--- src/hdl/fetchPkg.sv ---
//~~~~~~~~~~~~~~~~~~~~~~~~~~~~~~~~~~~~~~~~~~~~~~~~~~~~~~~~~~~~~~~~~~~~~~~~~~
// Fetch unit shared definitions
// Widths of PCs and instructions, bundle geometry, branch type encoding
//~~~~~~~~~~~~~~~~~~~~~~~~~~~~~~~~~~~~~~~~~~~~~~~~~~~~~~~~~~~~~~~~~~~~~~~~~~
`default_nettype none

package fetchPkg;

  localparam int pcWidth     = 32;  // Every PC and branch target
  localparam int instWidth   = 32;  // One instruction
  localparam int fetchWidth  = 4;   // Slots per bundle
  localparam int bundleWidth = instWidth * fetchWidth;  // Also one cache line

  localparam int slotBytes   = 4;   // Byte step between slots
  localparam int bundleBytes = slotBytes * fetchWidth;  // Sequential bundle step

  // Control instruction type, as carried by the retirement updates
  typedef enum logic [1:0] {
    brReturn = 2'b00,
    brCall   = 2'b01,
    brJump   = 2'b10,
    brCond   = 2'b11
  } brType_t;

endpackage

`default_nettype wire

--- src/hdl/fetchStage2.sv ---
//~~~~~~~~~~~~~~~~~~~~~~~~~~~~~~~~~~~~~~~~~~~~~~~~~~~~~~~~~~~~~~~~~~~~~~~~~~
// Fetch stage two
// Fetch to decode pipeline register, holds on stall, flush drops the bundle
//~~~~~~~~~~~~~~~~~~~~~~~~~~~~~~~~~~~~~~~~~~~~~~~~~~~~~~~~~~~~~~~~~~~~~~~~~~
`default_nettype none
`timescale 1ns/1ns

module fetchStage2 (
  input  logic                             clk,
  input  logic                             reset,
  input  logic                             stall_i,
  input  logic                             flush_i,
  input  logic                             advance_i,
  input  logic [fetchPkg::pcWidth-1:0]     pc_i,
  input  logic [fetchPkg::bundleWidth-1:0] bundle_i,
  output logic                             valid_o,
  output logic [fetchPkg::pcWidth-1:0]     pc_o,
  output logic [fetchPkg::bundleWidth-1:0] bundle_o
);

  always_ff @(posedge clk) begin
    if (reset || flush_i) begin
      valid_o <= 1'b0;   // Flush wins over stall
    end else if (!stall_i) begin
      valid_o <= advance_i;   // Bubble on a miss
    end
  end

  always_ff @(posedge clk) begin
    if (advance_i && !stall_i) begin
      pc_o     <= pc_i;
      bundle_o <= bundle_i;
    end
  end

  validKnown: assert property (@(posedge clk) disable iff (reset)
    !$isunknown(valid_o));

endmodule

`default_nettype wire

--- config.mk ---
export PLATFORM = sky130hd
export DESIGN_NAME = fetchStage2
export DESIGN_NICKNAME = d
export VERILOG_FILES = /design/src/hdl/fetchPkg.sv /design/src/hdl/fetchStage2.sv
export SDC_FILE = /design/constraint.sdc
export NUM_CORES = 1
export LEC_CHECK = 0
export ABC_CLOCK_PERIOD_IN_PS = 10300
export BUFFER_PORTS_ARGS = -buffer_cell sky130_fd_sc_hd__buf_4
export CAP_MARGIN = 20
export CORE_AREA = 2 2 125 127
export DETAILED_ROUTE_END_ITERATION = 8
export DIE_AREA = 0 0 127 129
export MAX_ROUTING_LAYER = met4
export PLACE_DENSITY_LB_ADDON = 0.25
export SYNTH_ARGS = -nofsm -noshare
export SYNTH_HDL_FRONTEND = slang
export SYNTH_SLANG_ARGS = --single-unit
--- constraint.sdc ---
create_clock -name clk -period 10.3 [get_ports clk]
set_input_delay 2.575 -clock clk [delete_from_list [all_inputs] [get_ports clk]]
set_output_delay 2.575 -clock clk [all_outputs]
set_load 0.02 [all_outputs]
======== Word level (Yosys, flattened, before mapping) ========
Index checks and enable logic that the tools add are counted.
cells by class
  add/sub/neg operators ................... 0
  multiply operators ...................... 0
  div/mod/pow operators ................... 0
  order comparisons ....................... 0
  eq/ne operators ......................... 0
  shift operators ......................... 0
  mux-type cells .......................... 0
  bitwise logic cells ..................... 0
  reduce and logical (&&, ||, !) cells .... 3
operators by type and width
  cell               count
  1-bit logical AND  1
  1-bit logical NOT  1
  1-bit logical OR   1
storage, ports and cells
  register bits after elaboration ......... 161
  bits in latches ......................... 0
  memory bits (writable) .................. 0
  ROM bits ................................ 0
  input bits .............................. 165
  output and inout bits ................... 161
  word-level logic and storage cells ...... 6
  memories kept ........................... 0

======== Longest topological paths before layout ========
  word-level depth ........................ 2
  mapped depth ............................ 2
  depth with buffers taken out ............ 2

======== Worst setup path after synthesis ========
Ideal clock, no wire load.
  path type ............................... in2reg
  from .................................... in stall_i
  to ...................................... reg bundle_o[0] in the netlist's numbering, enable pin
  arrival time ............................ 4.567 ns
  setup slack ............................. 5.285 ns
  cell stages on the path ................. 1
  buffers on the path ..................... 0
  path through ............................ and2b_2
on the way
  cells in the longest elaborated chain, start to end .. 2
ends and longest elaborated chain
  item                  RTL line           RTL
  start, declared       fetchStage2.sv:11  input logic stall_i,
  1-bit logical NOT     fetchStage2.sv:30  if (advance_i && !stall_i) begin
  1-bit logical AND     fetchStage2.sv:30
  end signal, assigned  fetchStage2.sv:32  bundle_o <= bundle_i;
  end, declared         fetchStage2.sv:18  output logic [fetchPkg::bundleWidth-1:0] bundle_o
Every way passes these cells.
A chain may end at the register's enable or synchronous reset.

======== Final worst setup path ========
  from .................................... in stall_i
  to ...................................... reg bundle_o[103] in the netlist's numbering, enable pin
Same word-level chain as after synthesis.

==> metrics <==
status completed; largest net degree at the start of global routing 88; Fmax achieved 0.240 GHz; ANT nets after route 0; Die ar. 16400 sq um; setup violators final 0; crit path cell chain buf_4, and2b_4, buf_12, buf_4, buf_16; Setup Crit Path Kind in2reg; Lkg Pwr 3.37 nW; Hold Path Class reg2reg; H-tree depth 4; Logic pwr share 0.120; final net count 676; P_int 1.19 mW; postcts setup bufs 0; clock slew at reported path FFs 0.06 ns; initial DRC count 135; placed cells 678; GRT Total Usage 0.147; Num CTS Buffers 17; fin crit share 0.404; final clock skew 0 ns; Core Box Area 15000 sq um; vias per cell 4.10; critical path arrival 4.22 ns; number of synthesized register bits 161; Reg power frac 0.510; Avg Cell Area, Syn 29.6 sq um; RSZ-0062 raised after global routing no; worst vdd ir 0.116 mV; Yosys cell types 5; TritonCTS clock tree done; sw power 0.341 mW; Die Span Y 129 um; Net Sw Frac 0.223; syn nets 329; power share of the clock group 0.370; Setup crit end kind flop; vias in the first global route 3092; Clock Sinks 161; routed len/inst 16.9 um; ratio of cells with drive above 1 in the final layout 0.681; fin crit period 4.16 ns; PortBufs 325; pwr dens 189 nW/um^2; final hold vios 0; FP Rows 45; Worst Path Required 10.36 ns; Worst setup SP type input port; # hold bufs at CTS 0; Via Count 2927; TritonRoute pass-1 iters 6; synth warn 0; TNS Setup 0 ns; Initial Util 0.324; Residual DRC 0; Post-Synthesis Cells 164; Seq/Total Area, Yosys 0.994; first-pass GRT wire length 16900 um; CTS max path bufs 2; Slew headroom 0.705; non-filler cells, final 714; max_cap viols 0; Final Max Slew Viols 0; Worst path most repeated cell buf_4; GRT overflow 0; CP peak stage delay 0.52 ns; synthesized area 4850 sq um; Placer Congestion 0.746; Synth-to-Final Area Change 67.3%; CTS Root Cell clkbuf_16; later-pin clock latency in the skew report 0.41 ns; antenna violations before repair 2; Top Ports 326; Post-CTS Resized 0; CP max stage cell and2b_4; die width 127 um; wirelength, routed 12100 um; peak fanout along the critical path 78; Least-Margin Pin Slew 0.442 ns; Layout fillers 1223
[sequential cells by signal (all words and copies together), names as in the netlist]
name / count
bundle_o: 128
valid_o: 1
pc_o: 32
[stage by stage]
| stage | setup slack [ns] | hold WS [ns] | util | instance area [sq um] | power [mW] |
|---|---|---|---|---|---|
| after floorplan | 5.28 | 0.621 | - | 4850 | 0.862 |
| after global placement | 5.26 | 0.538 | 0.503 | 7540 | 0.977 |
| after detailed placement | 5.16 | 0.547 | 0.503 | 7540 | 0.980 |
| after CTS | 5.60 | 0.565 | 0.539 | 8070 | 1.55 |
| after global routing | 6.07 | 0.614 | 0.542 | 8120 | 1.59 |
| final | 6.14 | 0.557 | 0.542 | 8120 | 1.53 |
[cell families (layout without fill, tap and decap cells)]
kind of cell,Yosys count,in the layout,synth area share
buf+inv,0,360,0
flops,161,161,0.994
mux,1,1,0.00206
other cells,0,2,0
simple gates,2,2,0.00387
[worst max-delay path: cells and delay by family]
kind | cells | cell delay, ns
AND/OR/NAND/NOR | 1 | 0.52
buffers and inverters | 4 | 1.00
[path summary, 6_finish.rpt]
check	startpoint	end	slack, ns	cells past startpoint
hold reg to reg	valid_o	valid_o	0.56	2
setup / recovery	stall_i	bundle_o[103]	6.14	5
hold / removal	valid_o	valid_o	0.56	2
setup reg to reg	valid_o	valid_o	9.66	2
[cell usage in the layout, fill, tap and decap left out]
master,count
and2b_4,1
buf_12,1
buf_16,1
buf_4,326
bufinv_16,1
clkbuf_1,4
clkbuf_16,17
clkinv_1,1
clkinv_2,5
clkinv_4,2
clkinvlp_4,2
dfxtp_1,1
diode_2,2
edfxtp_1,160
mux2i_1,1
nor3_2,1
[synth_stat cells (all sizes together)]
| library cell | n | share of area |
|---|---|---|
| mux2i | 1 | 0.0021 |
| dfxtp | 1 | 0.0041 |
| nor3 | 1 | 0.0021 |
| edfxtp | 160 | 0.99 |
| and2b | 1 | 0.0018 |
[power groups by stage]
stage / registers [mW] / clock network, mW / logic, mW
2_1_floorplan: 0.853 / 0 / 0.00909
3_3_place_gp: 0.795 / 0 / 0.182
3_5_place_dp: 0.797 / 0 / 0.184
4_1_cts: 0.783 / 0.584 / 0.184
5_1_grt: 0.786 / 0.611 / 0.192
6_report: 0.782 / 0.567 / 0.183
[metal layers]
metal  vias up  GRT usage  share of wire
met5         -          -              0
met4         0     0.0659          0.017
met3        18     0.0603           0.10
met2       193      0.247           0.53
met1      1352      0.153           0.35
li1       1364          -              -
[cell type report]
type	instances	area, sq um	area share
clock buffers	21	440	0.0542
repair buffers	328	2490	0.307
flip-flops and latches	161	4820	0.594
well taps	188	235	0.0290
clock inverters	11	91.3	0.0112
diodes	2	5.00	0.000616
multi-input cells	3	30.0	0.00370
No activity file was read; power rests on OpenSTA's default activity.
